**config.mk**
```make
export PLATFORM = sky130hd
export DESIGN_NAME = raw_comb
export DESIGN_NICKNAME = d
export VERILOG_FILES = /design/src/common/xike_pkg.sv /design/src/mua/raw_comb.sv
export VERILOG_INCLUDE_DIRS = /design/src /design/src/common
export SDC_FILE = /design/constraint.sdc
export NUM_CORES = 1
export LEC_CHECK = 0
export BUFFER_PORTS_ARGS = -buffer_cell sky130_fd_sc_hd__buf_2
export CAP_MARGIN = 15
export CORE_ASPECT_RATIO = 0.9
export CORE_MARGIN = 3
export CORE_UTILIZATION = 42
export DETAILED_ROUTE_END_ITERATION = 12
export GPL_ROUTABILITY_DRIVEN = 1
export HOLD_SLACK_MARGIN = 0.1
export PLACE_DENSITY = 0.75
export SETUP_SLACK_MARGIN = 0.1
export SLEW_MARGIN = 20
export SYNTH_ARGS = -nofsm -noshare
export SYNTH_HDL_FRONTEND = slang
export SYNTH_SLANG_ARGS = --single-unit
```
**constraint.sdc**
```tcl
create_clock -name bus_clk -period 3.9 [get_ports bus_clk]
set_clock_uncertainty 0.05 [all_clocks]
set_input_delay 0.975 -clock bus_clk [delete_from_list [all_inputs] [get_ports bus_clk]]
set_output_delay 0.975 -clock bus_clk [all_outputs]
set_load 0.005 [all_outputs]
```
**src/common/xike_macros.svh**
```systemverilog
`ifndef XIKE_MACROS_SVH
`define XIKE_MACROS_SVH

// Amplifier streams and channels per stream
`define XIKE_NUM_STREAMS 5
`define XIKE_NUM_CH      32
`define XIKE_STREAM_W    3

// Data path widths
`define XIKE_DATA_W      16
`define XIKE_CH_W        12
`define XIKE_DIFF_W      20

// Buffer depths
`define XIKE_IN_DEPTH    16
`define XIKE_HOST_DEPTH  64

// Register map
`define XIKE_REG_ADDR_W  5
`define XIKE_REG_CTRL    5'd0
`define XIKE_REG_OVF     5'd1

`endif
```
**src/common/xike_pkg.sv**
```systemverilog
`default_nettype none
`include "xike_macros.svh"

package xike_pkg;

  // Tagged amplifier sample as it leaves the acquisition side
  typedef struct packed {
    logic [`XIKE_STREAM_W-1:0] stream;
    logic [`XIKE_CH_W-1:0]     ch;
    logic [`XIKE_DATA_W-1:0]   data;
  } sample_t;

  typedef struct packed {
    logic [`XIKE_CH_W-1:0]   ch;
    logic [`XIKE_DATA_W-1:0] data;
  } comb_lane_t;

  // One lane per stream, lane 0 in the low bits
  typedef struct packed {
    comb_lane_t [`XIKE_NUM_STREAMS-1:0] lane;
  } comb_frame_t;

  // Host word layout, channel on top
  typedef struct packed {
    logic [`XIKE_CH_W-1:0]          ch;
    logic signed [`XIKE_DIFF_W-1:0] diff;
  } host_word_t;

  // Filtered lanes already carry the host word layout
  typedef struct packed {
    host_word_t [`XIKE_NUM_STREAMS-1:0] lane;
  } mua_frame_t;

endpackage

`default_nettype wire

```
**src/mua/raw_comb.sv**
```systemverilog
`timescale 1ns/1ps
`default_nettype none
`include "xike_macros.svh"

module raw_comb
  import xike_pkg::*;
(
  input  wire logic    bus_clk,
  input  wire logic    reset,
  input  wire sample_t in_sample,
  input  wire logic    in_empty,
  input  wire logic    comb_ready,
  output logic         in_rden,
  output logic         comb_valid,
  output comb_frame_t  comb_frame
);

  localparam int N = `XIKE_NUM_STREAMS;

  logic [N-1:0] lane_wr;
  logic         frame_done;

  // Pop only while no finished frame waits downstream
  assign in_rden = !in_empty && !comb_valid;

  // Lane select by stream number
  // streams 5 to 7 hit no lane and are lost here
  always_comb begin
    for (int i = 0; i < N; i++) begin
      lane_wr[i] = in_rden && (int'(in_sample.stream) == i);
    end
  end

  // Last stream closes the frame
  assign frame_done = lane_wr[N-1];

  always_ff @(posedge bus_clk) begin
    for (int i = 0; i < N; i++) begin
      if (lane_wr[i]) begin
        comb_frame.lane[i].ch   <= in_sample.ch;
        comb_frame.lane[i].data <= in_sample.data;
      end
    end
  end

  // Held valid, dropped in the accepting cycle
  always_ff @(posedge bus_clk) begin
    if (reset) begin
      comb_valid <= 1'b0;
    end else if (frame_done) begin
      comb_valid <= 1'b1;
    end else if (comb_valid && comb_ready) begin
      comb_valid <= 1'b0;
    end
  end

endmodule

`default_nettype wire

```
## After elaboration in Yosys (flattened, before gate mapping)

Index checks and enable logic that the tools add are counted.
W data, S select, Z words.

| storage, ports and cells | value |
|---|---|
| output and inout port bits | 142 |
| logic and storage cells | 28 |
| flip-flop bits (word level) | 141 |
| input bits | 35 |

| cells by class | value |
|---|---|
| equal/unequal tests | 4 |
| reduce and logical (&&, ||, !) cells | 11 |
| multiplexer cells | 2 |

Operators by type and width:

| cell | count |
|---|---|
| $eq A3 B3 Y1 const B | 3 |
| $logic_and A1 B1 Y1 | 7 |
| $eq A3 B2 Y1 const B | 1 |
| $logic_not A3 Y1 | 1 |
| $logic_not A1 Y1 | 2 |
| $mux W1 | 2 |
| $reduce_bool A2 Y1 | 1 |

## Longest topological paths before layout

Gate-level depths: netlist of run 1.

| logic depth | value |
|---|---|
| word-level depth | 4 |
| gate-level depth with buffers | 2 |

## Worst setup path after synthesis of run 1

Ideal clock, no wire load.

| timing | value |
|---|---|
| path type | input -> register |
| from | input in_sample[29] (netlist name) |
| to | register comb_frame[112] (netlist name), enable pin |
| cell stages on the path | 2 |
| setup time | 0.448 ns |
| setup slack | 0.091 ns |
| data arrival time | 3.311 ns |
| path buffers | 0 |
| cells stage by stage | or3b_4 > nor3_1 |

| between the ends | value |
|---|---|
| cells in the longest elaborated chain, start to end | 2 |

Ends and longest elaborated chain:

| item | line | RTL |
|---|---|---|
| from (decl) | raw_comb.sv:10 | `input wire sample_t in_sample,` |
| $eq A3 B3 Y1 | raw_comb.sv:30 | `lane_wr[i] = in_rden && (int'(in_sample.stream) == i);` |
| $logic_and A1 B1 Y1 | raw_comb.sv:30 |  |
| named net frame_done | raw_comb.sv:21 | `logic frame_done;` |
| to (decl) | raw_comb.sv:15 | `output comb_frame_t comb_frame` |

The timed path passes the listed nets, and every way through them passes these cells.
A chain may end at the register's enable or synchronous reset.

## Worst setup path after layout of run 1

| timing | value |
|---|---|
| from | input in_sample[29] (netlist name) |
| to | register comb_frame[137] (netlist name), enable pin |

The elaborated chain is that of the path after synthesis.

==> results.tsv, run 1 <==
stage	metric	value	unit
critical_path	crit_end	comb_frame[137]	
job	maxCapViolCount	0	
global_route	overflow	0	
cells_and_area	area_growth	38.2	%
critical_path	critPathCaptureType	flip-flop	
synthesis	synth_warnings	0	
cts	cts_hold_buffers	0	
power	p_comb_frac	0.027	
cells_and_area	nNetsFinal	386	
synthesis	ys_seq_area_frac	0.977	
status	status	completed	
sta	slew_headroom	0.489	
floorplan	core	9830	µm²
critical_path	worstReg2RegEnd	comb_frame[81]	
cts	cts_tree	built	
cts	cts_setup_buffers	0	
sta	hold_viol	0	
synthesis	synthMostInstantiatedCell	edfxtp_1	
critical_path	rrSetupSlack	1720	ps
power	p_per_area	546	nW/µm²
placement	post_dp_cell_area	5430	µm²
floorplan	die_w	113	µm
sta	finalCritPeriodShare	0.634	
sta	maxClockFrequency	404	MHz
synthesis	ys.flop_type	edfxtp_1	
routing	drt-pass1-iter-count	4	
synthesis	async_reset_ff_frac	0	
worst_hold_path	hold_start	comb_valid	
routing	vias	2263	
global_route	gr-usage-all-layers	0.156	
placement	dp.cells	458	
power	leakagePower	2.30	nW
sta	setup_tns	0	ps
critical_path	rr_startpoint	comb_valid	
critical_path	startpoint_type	input pin	
critical_path	worst-path-max-fanout	16	
power	ir_drop	295	µV
placement	gp_congestion	0.714	
floorplan	die_h	102	µm
floorplan	rows	34	
placement	io_buffers	176	
cts	clock-sinks	141	
cts	post_cts_resized	0	
cts	insertion_delay	390	ps
critical_path	cp.arrival	2500	ps
synthesis	ys_ff_latch	141	
sta	grt_setup_unrepaired	false	
routing	viasPerCell	4.62	
power	p_switching	0.654	mW
synthesis	synth_top_area_frac	0.973	
cts	cts_buffer_depth	2	
sta	finalSetupViolations	0	
routing	avgRoutedWirePerCell	18.0	µm
global_route	antenna_found_initial	0	
cells_and_area	layout.cells.non_filler	490	
cts	clkTransAtPathRegs	50	ps
power	p_seq_frac	0.523	
cts	htreeDepth	4	
sta	period_needed	2470	ps
synthesis	ys_types	10	
cells_and_area	nFillCells	709	
cts	numCtsBuffers	17	
cts	cts_root_buf	clkbuf_16	
sta	slew_violations	0	
sta	tightest_slew	766	ps
synthesis	synthTopCellsByArea	edfxtp_1 97%, nor3b_2 0.58%, dfxtp_1 0.46%, o41ai_2 0.38%, and4b_2 0.26%	
routing	finalWirelength	8.84	mm
cells_and_area	antenna_cells	0	
synthesis	synth.avg_cell_area	28.6	µm²
synthesis	syn-num-nets	186	
floorplan	die-area	11500	µm²
critical_path	critical_path_class	input pin to flip-flop	
synthesis	synth_area	4320	µm²
worst_hold_path	hp-class	flip-flop to flip-flop	
global_route	grt_pass1_wl	13.1	mm
floorplan	ios	177	
synthesis	syn_inst	151	
critical_path	cp.required	3930	ps
synthesis	synth_edf_count	140	
global_route	grt_max_degree	29	
floorplan	start_util	0.440	
cells_and_area	layout-drive-gt1-share	0.604	
power	swShare	0.201	
power	intPower	2.61	mW
critical_path	rr_worst_depth	3	
placement	dpl.hpwl	6.08	mm
power	p_clk_frac	0.450	
critical_path	critPathLaunch	in_sample[29]	
routing	drcViolationCount	0	
global_route	first_global_vias	2308	
routing	antenna_left	0	
routing	drt_iter0_drc	64	
cells_and_area	fin_area	5970	µm²
synthesis	synth_common_cells	140 x edfxtp_1, 2 x nor3_1, 2 x nor3b_2	
synthesis	synth_top_cell_by_area	edfxtp_1	
==> power by group through the flow <==
stage               registers, mW  clock network, mW  logic, mW
floorplan                    1.74                  0     0.0144
global placement             1.74                  0     0.0856
detailed placement           1.74                  0     0.0897
CTS                          1.71               1.49     0.0896
global route                 1.71               1.56     0.0967
finish                       1.71               1.47     0.0874
==> stage by stage <==
| step | total power, mW | util | hold WS, ps | worst slack, ps |
|---|---|---|---|---|
| 3_3_place_gp | 1.82 | 0.552 | 541 | 1060 |
| 2_1_floorplan | 1.76 | - | 504 | 101 |
| 6_report | 3.26 | 0.608 | 579 | 1430 |
| 4_1_cts | 3.29 | 0.608 | 588 | 1370 |
| 3_5_place_dp | 1.83 | 0.552 | 579 | 956 |
| 5_1_grt | 3.37 | 0.608 | 603 | 1350 |
==> state kept, by name, summed over array words and instances, names as in the netlist <==
name,flops
comb_valid,1
comb_frame,140
==> cell families (layout without fill, tap and decap cells) <==
| group | count (synthesis) | in the layout | synth area share |
|---|---|---|---|
| AOI/OAI and AO/OA | 1 | 1 | 0.00376 |
| and+or+nand+nor | 9 | 9 | 0.0188 |
| buffers and inverters | 0 | 213 | 0 |
| DFF | 141 | 141 | 0.977 |
==> critical path, cell delays in order <==
cell	delay [ps]
buf_2	140
or3b_4	420
nor3_4	580
buf_4	380
==> routing by layer <==
metal / GRT usage / wire (µm) / share of wire
met5: 0 / 0 / 0
met4: 0.0499 / 88 / 0.010
met1: 0.186 / 3530 / 0.40
met3: 0.0841 / 904 / 0.10
met2: 0.246 / 4320 / 0.49
==> layout by cell type (no fill, tap or decap) <==
cell type and instances:
dfxtp_1 1, or3_4 1, buf_4 5, nor3_4 1, or3b_2 1, edfxtp_1 140, clkbuf_1 1, clkinv_1 1
clkbuf_16 17, bufinv_16 1, inv_6 3, or3b_4 1, o41ai_2 1, nor2_1 1, nor3b_4 2, nor3_2 1
and4b_2 1, clkinvlp_4 4, clkinv_2 4, buf_2 176, clkinv_4 1
==> worst min path at each step <==
| stage | end | slack, ps | cells past startpoint |
|---|---|---|---|
| detailed placement | comb_valid | 580 | 1 |
| global route | comb_valid | 600 | 1 |
| CTS | comb_valid | 590 | 1 |
| floorplan | comb_valid | 500 | 1 |
| global placement | comb_valid | 540 | 1 |
| finish | comb_valid | 580 | 1 |
==> cell type report <==
| type | count | area (µm²) | share of cell area |
|---|---|---|---|
| Multi-Input combinational cell | 10 | 126 | 0.0212 |
| Clock buffer | 18 | 429 | 0.0718 |
| Sequential cell | 141 | 4220 | 0.707 |
| Timing Repair Buffer | 181 | 918 | 0.154 |
| Tap cell | 126 | 158 | 0.0264 |
| Clock inverter | 14 | 119 | 0.0199 |
(Power assumes the default switching activity.)
==> run 2, diff against run 1 <==
--- a/config.mk
+++ b/config.mk
@@ -10,11 +10,11 @@
 export CAP_MARGIN = 15
 export CORE_ASPECT_RATIO = 0.9
 export CORE_MARGIN = 3
-export CORE_UTILIZATION = 42
+export CORE_UTILIZATION = 47
 export DETAILED_ROUTE_END_ITERATION = 12
 export GPL_ROUTABILITY_DRIVEN = 1
 export HOLD_SLACK_MARGIN = 0.1
-export PLACE_DENSITY = 0.75
+export PLACE_DENSITY = 0.79
 export SETUP_SLACK_MARGIN = 0.1
 export SLEW_MARGIN = 20
 export SYNTH_ARGS = -nofsm -noshare
==> constraint.sdc (replaced) <==
create_clock -name bus_clk -period 2.5 [get_ports bus_clk]
set_clock_uncertainty 0.05 [all_clocks]
set_input_delay 0.625 -clock bus_clk [delete_from_list [all_inputs] [get_ports bus_clk]]
set_output_delay 0.625 -clock bus_clk [all_outputs]
set_load 0.005 [all_outputs]
==> results.tsv, run 2 (synthesized netlist as in run 1, its figures left out) <==
stage	metric	value	unit	change
status	status	completed		unchanged
placement	io_buffers	176		unchanged
sta	slew_violations	0		unchanged
floorplan	ios	177		unchanged
critical_path	critPathCaptureType	output pin		was flip-flop
cts	post_cts_resized	0		unchanged
routing	drcViolationCount	0		unchanged
power	p_per_area	850	nW/µm²	was 546 nW/µm²
cells_and_area	nNetsFinal	391		was 386
routing	avgRoutedWirePerCell	17.9	µm	was 18.0 µm
cts	insertion_delay	500	ps	was 390 ps
cts	cts_setup_buffers	0		unchanged
critical_path	rr_worst_depth	3		unchanged
critical_path	cp.required	1820	ps	was 3930 ps
sta	maxClockFrequency	532	MHz	
routing	finalWirelength	8.72	mm	was 8.84 mm
placement	gp_congestion	0.753		was 0.714
critical_path	crit_end	in_rden		was comb_frame[137]
cts	htreeDepth	4		unchanged
routing	wl_met3	1.29	mm	was 904 µm
cells_and_area	area_growth	39.3	%	was 38.2%
cts	cts_root_buf	clkbuf_8		was clkbuf_16
cells_and_area	layout-drive-gt1-share	0.607		was 0.604
sta	tightest_slew	275	ps	was 766 ps
global_route	grt_max_degree	17		was 29
sta	finalCritPeriodShare	0.752		
cells_and_area	layout.cells.non_filler	488		was 490
cts	cts_tree	built		unchanged
critical_path	rr_startpoint	comb_valid		unchanged
floorplan	core	8770	µm²	was 9830 µm²
sta	slew_headroom	0.816		was 0.489
cells_and_area	antenna_cells	0		unchanged
critical_path	worstReg2RegEnd	comb_frame[45]		was comb_frame[81]
routing	vias	2294		was 2263
critical_path	rrSetupSlack	790	ps	was 1720 ps
cells_and_area	layout_commonest_cell	buf_2		unchanged
floorplan	die_w	107	µm	was 113 µm
critical_path	critical_path_class	flip-flop to output pin		was input pin to flip-flop
routing	drt_iter0_drc	82		was 64
global_route	overflow	0		unchanged
placement	dp.cells	456		was 458
sta	period_needed	1880	ps	
sta	grt_setup_unrepaired	false		unchanged
cts	clock-sinks	141		unchanged
floorplan	die_h	97.0	µm	was 102 µm
floorplan	die-area	10400	µm²	was 11500 µm²
sta	finalSetupViolations	0		unchanged
cts	numCtsBuffers	17		unchanged
sta	hold_viol	0		unchanged
routing	viasPerCell	4.70		was 4.62
power	ir_drop	481	µV	was 295 µV
power	leakagePower	2.34	nW	was 2.30 nW
global_route	antenna_found_initial	0		unchanged
job	maxCapViolCount	0		unchanged
cts	cts_hold_buffers	0		unchanged
global_route	grt_pass1_wl	13.3	mm	was 13.1 mm
routing	drt-pass1-iter-count	4		unchanged
routing	wl_met1	3.32	mm	was 3.53 mm
sta	setup_tns	0	ps	unchanged
critical_path	critPathLaunch	comb_valid		was in_sample[29]
cells_and_area	final_cell_mix	176 x buf_2, 140 x edfxtp_1, 16 x clkbuf_16		was 176 x buf_2, 140 x edfxtp_1, 17 x clkbuf_16
worst_hold_path	hp-class	input pin to flip-flop		was flip-flop to flip-flop
routing	wl_met2	4.06	mm	was 4.32 mm
global_route	gr-usage-all-layers	0.175		was 0.156
critical_path	cp.arrival	1210	ps	was 2500 ps
cts	cts_buffer_depth	2		unchanged
critical_path	worst-path-max-fanout	6		was 16
routing	antenna_left	0		unchanged
placement	dpl.hpwl	6.27	mm	was 6.08 mm
global_route	first_global_vias	2443		was 2308
critical_path	startpoint_type	flip-flop		was input pin
cts	clkTransAtPathRegs	60	ps	was 50 ps
cells_and_area	largest_reg_flops	140		unchanged
routing	top_layer_used	met4		unchanged
floorplan	rows	32		was 34
floorplan	start_util	0.493		was 0.440
run 2: cell count changes in the layout (fill, tap and decap cells not counted), sizes merged:
cell | before | now
clkinvlp | 4 | 3
bufinv | 1 | 2
clkinv | 6 | 5
buf | 181 | 186
inv | 3 | 4
run 2: final cells by class:
type | count | area, µm²
sequential | 141 | 4220
fill | 560 | 2750
timing repair buffer | 186 | 956
clock buffer | 18 | 418
tap | 119 | 149
clock inverter | 14 | 140
multi-input combinational | 10 | 133
run 2: metrics by stage:
stage	setup WS, ps	hold slack (ps)	util	instance area, µm²	power [mW]
finish	619	281	0.687	6020	5.12
global route	548	254	0.687	6020	5.28
CTS	589	250	0.687	6020	5.16
detailed placement	474	570	0.623	5460	2.85
global placement	500	540	0.623	5460	2.85
floorplan	-110	542	-	4350	2.74
run 2: where the power goes:
part / switching, mW / internal, mW
sequential: 0.0111 / 2.65
combinational: 0.0871 / 0.0553
clock: 0.897 / 1.42
total: 0.996 / 4.12
run 2: metal layers:
metal / vias up / track usage
met3: 4 / 0.111
met4: 0 / 0.0531
li1: 1033 / -
met2: 149 / 0.269
met5: - / 0
met1: 1108 / 0.202
run 2: worst min-delay path by stage:
stage                     from         end  depth (start not counted)  slack [ps]
floorplan           comb_valid  comb_valid                          1         540
global placement    comb_valid  comb_valid                          1         540
detailed placement  comb_valid  comb_valid                          1         570
CTS                      reset  comb_valid                          2         250
global route             reset  comb_valid                          2         250
finish                   reset  comb_valid                          2         280
run 2: critical path, cell delays in order, from the launching register on:
cell and delay [ps]:
dfxtp_1 470, nor2_1 100, buf_2 130
==> run 3, diff against run 2 <==
--- a/config.mk
+++ b/config.mk
@@ -6,6 +6,7 @@
 export SDC_FILE = /design/constraint.sdc
 export NUM_CORES = 1
 export LEC_CHECK = 0
+export ABC_AREA = 1
 export BUFFER_PORTS_ARGS = -buffer_cell sky130_fd_sc_hd__buf_2
 export CAP_MARGIN = 15
 export CORE_ASPECT_RATIO = 0.9
==> constraint.sdc (replaced) <==
create_clock -name bus_clk -period 1.95 [get_ports bus_clk]
set_clock_uncertainty 0.05 [all_clocks]
set_input_delay 0.4875 -clock bus_clk [delete_from_list [all_inputs] [get_ports bus_clk]]
set_output_delay 0.4875 -clock bus_clk [all_outputs]
set_load 0.005 [all_outputs]
==> results.tsv, run 3 <==
stage	metric	value	unit	change
placement	gp_congestion	0.712		was 0.753
synthesis	synth.avg_cell_area	27.4	µm²	was 28.6 µm²
synthesis	synth_area	4310	µm²	was 4320 µm²
cells_and_area	nFillCells	587		was 560
power	leakagePower	2.33	nW	was 2.34 nW
power	p_comb_frac	0.030		was 0.028
cts	clkTransAtPathRegs	60	ps	about the same
critical_path	crit_slowest_cell	dfxtp_1		unchanged
sta	period_needed	1660	ps	
power	p_per_area	1050	nW/µm²	was 850 nW/µm²
power	intPower	5.02	mW	was 4.12 mW
sta	grt_setup_unrepaired	false		unchanged
worst_hold_path	hold_depth	1		was 2
worst_hold_path	hp-class	input pin to flip-flop		unchanged
floorplan	die-area	10400	µm²	about the same
global_route	first_global_vias	2372		was 2443
floorplan	rows	32		unchanged
critical_path	critical_path_class	flip-flop to output pin		unchanged
synthesis	synth_edf_count	140		unchanged
routing	drt-pass1-iter-count	4		unchanged
synthesis	synth_top_cell_by_area	edfxtp_1		unchanged
worst_hold_path	hold_end	comb_frame[107]		was comb_valid
cells_and_area	area_growth	39.7	%	was 39.3%
floorplan	die_w	107	µm	about the same
power	p_seq_frac	0.541		was 0.520
power	p_switching	1.29	mW	was 0.996 mW
global_route	grt_pass1_wl	12.9	mm	was 13.3 mm
placement	post_dp_cell_area	5500	µm²	was 5460 µm²
critical_path	rr_startpoint	comb_valid		unchanged
cts	cts_tree	built		unchanged
power	p_clk_frac	0.429		was 0.452
cells_and_area	layout-drive-gt1-share	0.594		was 0.607
cts	cts_root_buf	clkbuf_8		unchanged
global_route	grt_max_degree	29		was 17
routing	antenna_left	0		unchanged
sta	finalSetupViolations	0		unchanged
global_route	gr-usage-all-layers	0.170		was 0.175
synthesis	ys_types	12		was 10
sta	maxClockFrequency	601	MHz	
cts	htreeDepth	4		unchanged
cells_and_area	layout_commonest_cell	buf_2		unchanged
status	status	completed		unchanged
synthesis	synthTopCellsByArea	edfxtp_1 98%, dfxtp_1 0.46%, inv_1 0.35%, nor3b_2 0.29%, nand2_1 0.26%		was edfxtp_1 97%, nor3b_2 0.58%, dfxtp_1 0.46%, o41ai_2 0.38%, and4b_2 0.26%
global_route	antenna_found_initial	0		unchanged
cells_and_area	fin_area	6020	µm²	about the same
cts	cts_buffer_depth	2		unchanged
power	swShare	0.204		was 0.195
sta	whs	172	ps	was 281 ps
synthesis	synth_top_area_frac	0.976		was 0.973
sta	slew_violations	0		unchanged
routing	viasPerCell	4.65		was 4.70
cells_and_area	multi_input_area	134	µm²	was 133 µm²
floorplan	start_util	0.494		was 0.493
critical_path	worst-path-max-fanout	3		was 6
critical_path	rr_worst_depth	4		was 3
power	power.total	6.31	mW	was 5.12 mW
critical_path	critPathMaxStageDelay	350	ps	was 470 ps
cts	clock-sinks	141		unchanged
critical_path	rrSetupSlack	550	ps	was 790 ps
routing	vias	2282		was 2294
synthesis	async_reset_ff_frac	0		unchanged
cts	post_cts_resized	0		unchanged
routing	avgRoutedWirePerCell	17.3	µm	was 17.9 µm
global_route	overflow	0		unchanged
critical_path	path_cells	nor2_4 -> buf_2		was nor2_1 -> buf_2
sta	hold_viol	0		unchanged
sta	setup_tns	0	ps	unchanged
critical_path	startpoint_type	flip-flop		unchanged
synthesis	ys_ff_latch	141		unchanged
sta	tightest_slew	259	ps	was 275 ps
sta	finalCritPeriodShare	0.853		
critical_path	cp.arrival	1130	ps	was 1210 ps
cells_and_area	seqCellArea	4220	µm²	unchanged
cells_and_area	nNetsFinal	394		was 391
job	maxCapViolCount	0		unchanged
sta	slew_headroom	0.826		was 0.816
floorplan	die_h	96.8	µm	was 97.0 µm
routing	drcViolationCount	0		unchanged
power	ir_drop	601	µV	was 481 µV
synthesis	synth_warnings	0		unchanged
critical_path	critPathCaptureType	output pin		unchanged
cells_and_area	final_util	0.690		was 0.687
cts	insertion_delay	490	ps	was 500 ps
routing	drt_iter0_drc	58		was 82
synthesis	synthMostInstantiatedCell	edfxtp_1		unchanged
critical_path	cp.required	1410	ps	was 1820 ps
placement	dpl.hpwl	5.67	mm	was 6.27 mm
cells_and_area	largest_reg_flops	140		unchanged
synthesis	synth_common_cells	140 x edfxtp_1, 4 x inv_1, 3 x nand2_1		was 140 x edfxtp_1, 2 x nor3_1, 2 x nor3b_2
floorplan	core	8730	µm²	was 8770 µm²
worst_hold_path	hold_start	in_sample[23]		was reset
floorplan	ios	177		unchanged
synthesis	syn_inst	157		was 151
placement	io_buffers	176		unchanged
synthesis	syn-num-nets	192		was 186
cells_and_area	final_cell_mix	176 x buf_2, 140 x edfxtp_1, 16 x clkbuf_16		unchanged
cells_and_area	antenna_cells	0		unchanged
synthesis	ys.flop_type	edfxtp_1		unchanged
routing	finalWirelength	8.48	mm	was 8.72 mm
critical_path	worstReg2RegEnd	comb_frame[59]		was comb_frame[45]
cts	numCtsBuffers	17		unchanged
synthesis	ys_seq_area_frac	0.980		was 0.977
-- run 3: worst max path at each step --
stage / start / to / slack, ps / cells after the start
floorplan: in_sample[30] / comb_frame[28] / -30 / 1
global placement: in_empty / comb_frame[74] / 330 / 5
detailed placement: in_empty / comb_frame[7] / 300 / 5
CTS: comb_valid / in_rden / 260 / 2
global route: comb_valid / in_rden / 230 / 2
finish: comb_valid / in_rden / 290 / 2
-- run 3: power by group through the flow --
| stage | registers (mW) | logic [mW] | clock network (mW) |
|---|---|---|---|
| after floorplan | 3.48 | 0.0383 | 0 |
| after global placement | 3.48 | 0.186 | 0 |
| after detailed placement | 3.48 | 0.194 | 0 |
| after CTS | 3.41 | 0.196 | 2.77 |
| after global routing | 3.41 | 0.212 | 2.89 |
| final | 3.41 | 0.192 | 2.71 |
-- run 3: area by class of cell --
class / count / share of cell area
sequential: 141 / 0.702
timing repair buffer: 183 / 0.164
clock buffer: 17 / 0.0688
tap: 119 / 0.0247
multi-input combinational: 12 / 0.0222
clock inverter: 15 / 0.0160
inverter: 4 / 0.00291
-- run 3: per-stage QoR --
step	worst slack [ps]	instances
after floorplan	-34.1	157
after global placement	328	458
after detailed placement	296	458
after CTS	257	491
after global routing	226	491
final	287	491
-- run 3: cell families after synthesis --
logic type	after synthesis	synth area share
buffers and inverters	4	0.00348
flip-flops	141	0.980
AO/OA/AOI/OAI	1	0.00203
AND/OR/NAND/NOR	11	0.0142
-- run 3: worst max-delay path: cells and delay by family (launching register included) --
| family | cells | cell delay [ps] |
|---|---|---|
| flops | 1 | 350 |
| simple gates | 1 | 160 |
| buf+inv | 1 | 130 |
-- run 3: timing repair --
| action | CTS | global route |
|---|---|---|
| hold endpoints to repair | 1 | 0 |
| hold buffers | 1 | 0 |
| buffers inserted | 0 | 0 |
-- run 3: layer usage --
layer / track usage / share of wire / vias to the layer above
li1: - / - / 1038
met2: 0.283 / 0.51 / 118
met5: 0 / 0 / -
met4: 0.0767 / 0.0080 / 0
met1: 0.187 / 0.38 / 1120
met3: 0.0740 / 0.10 / 6
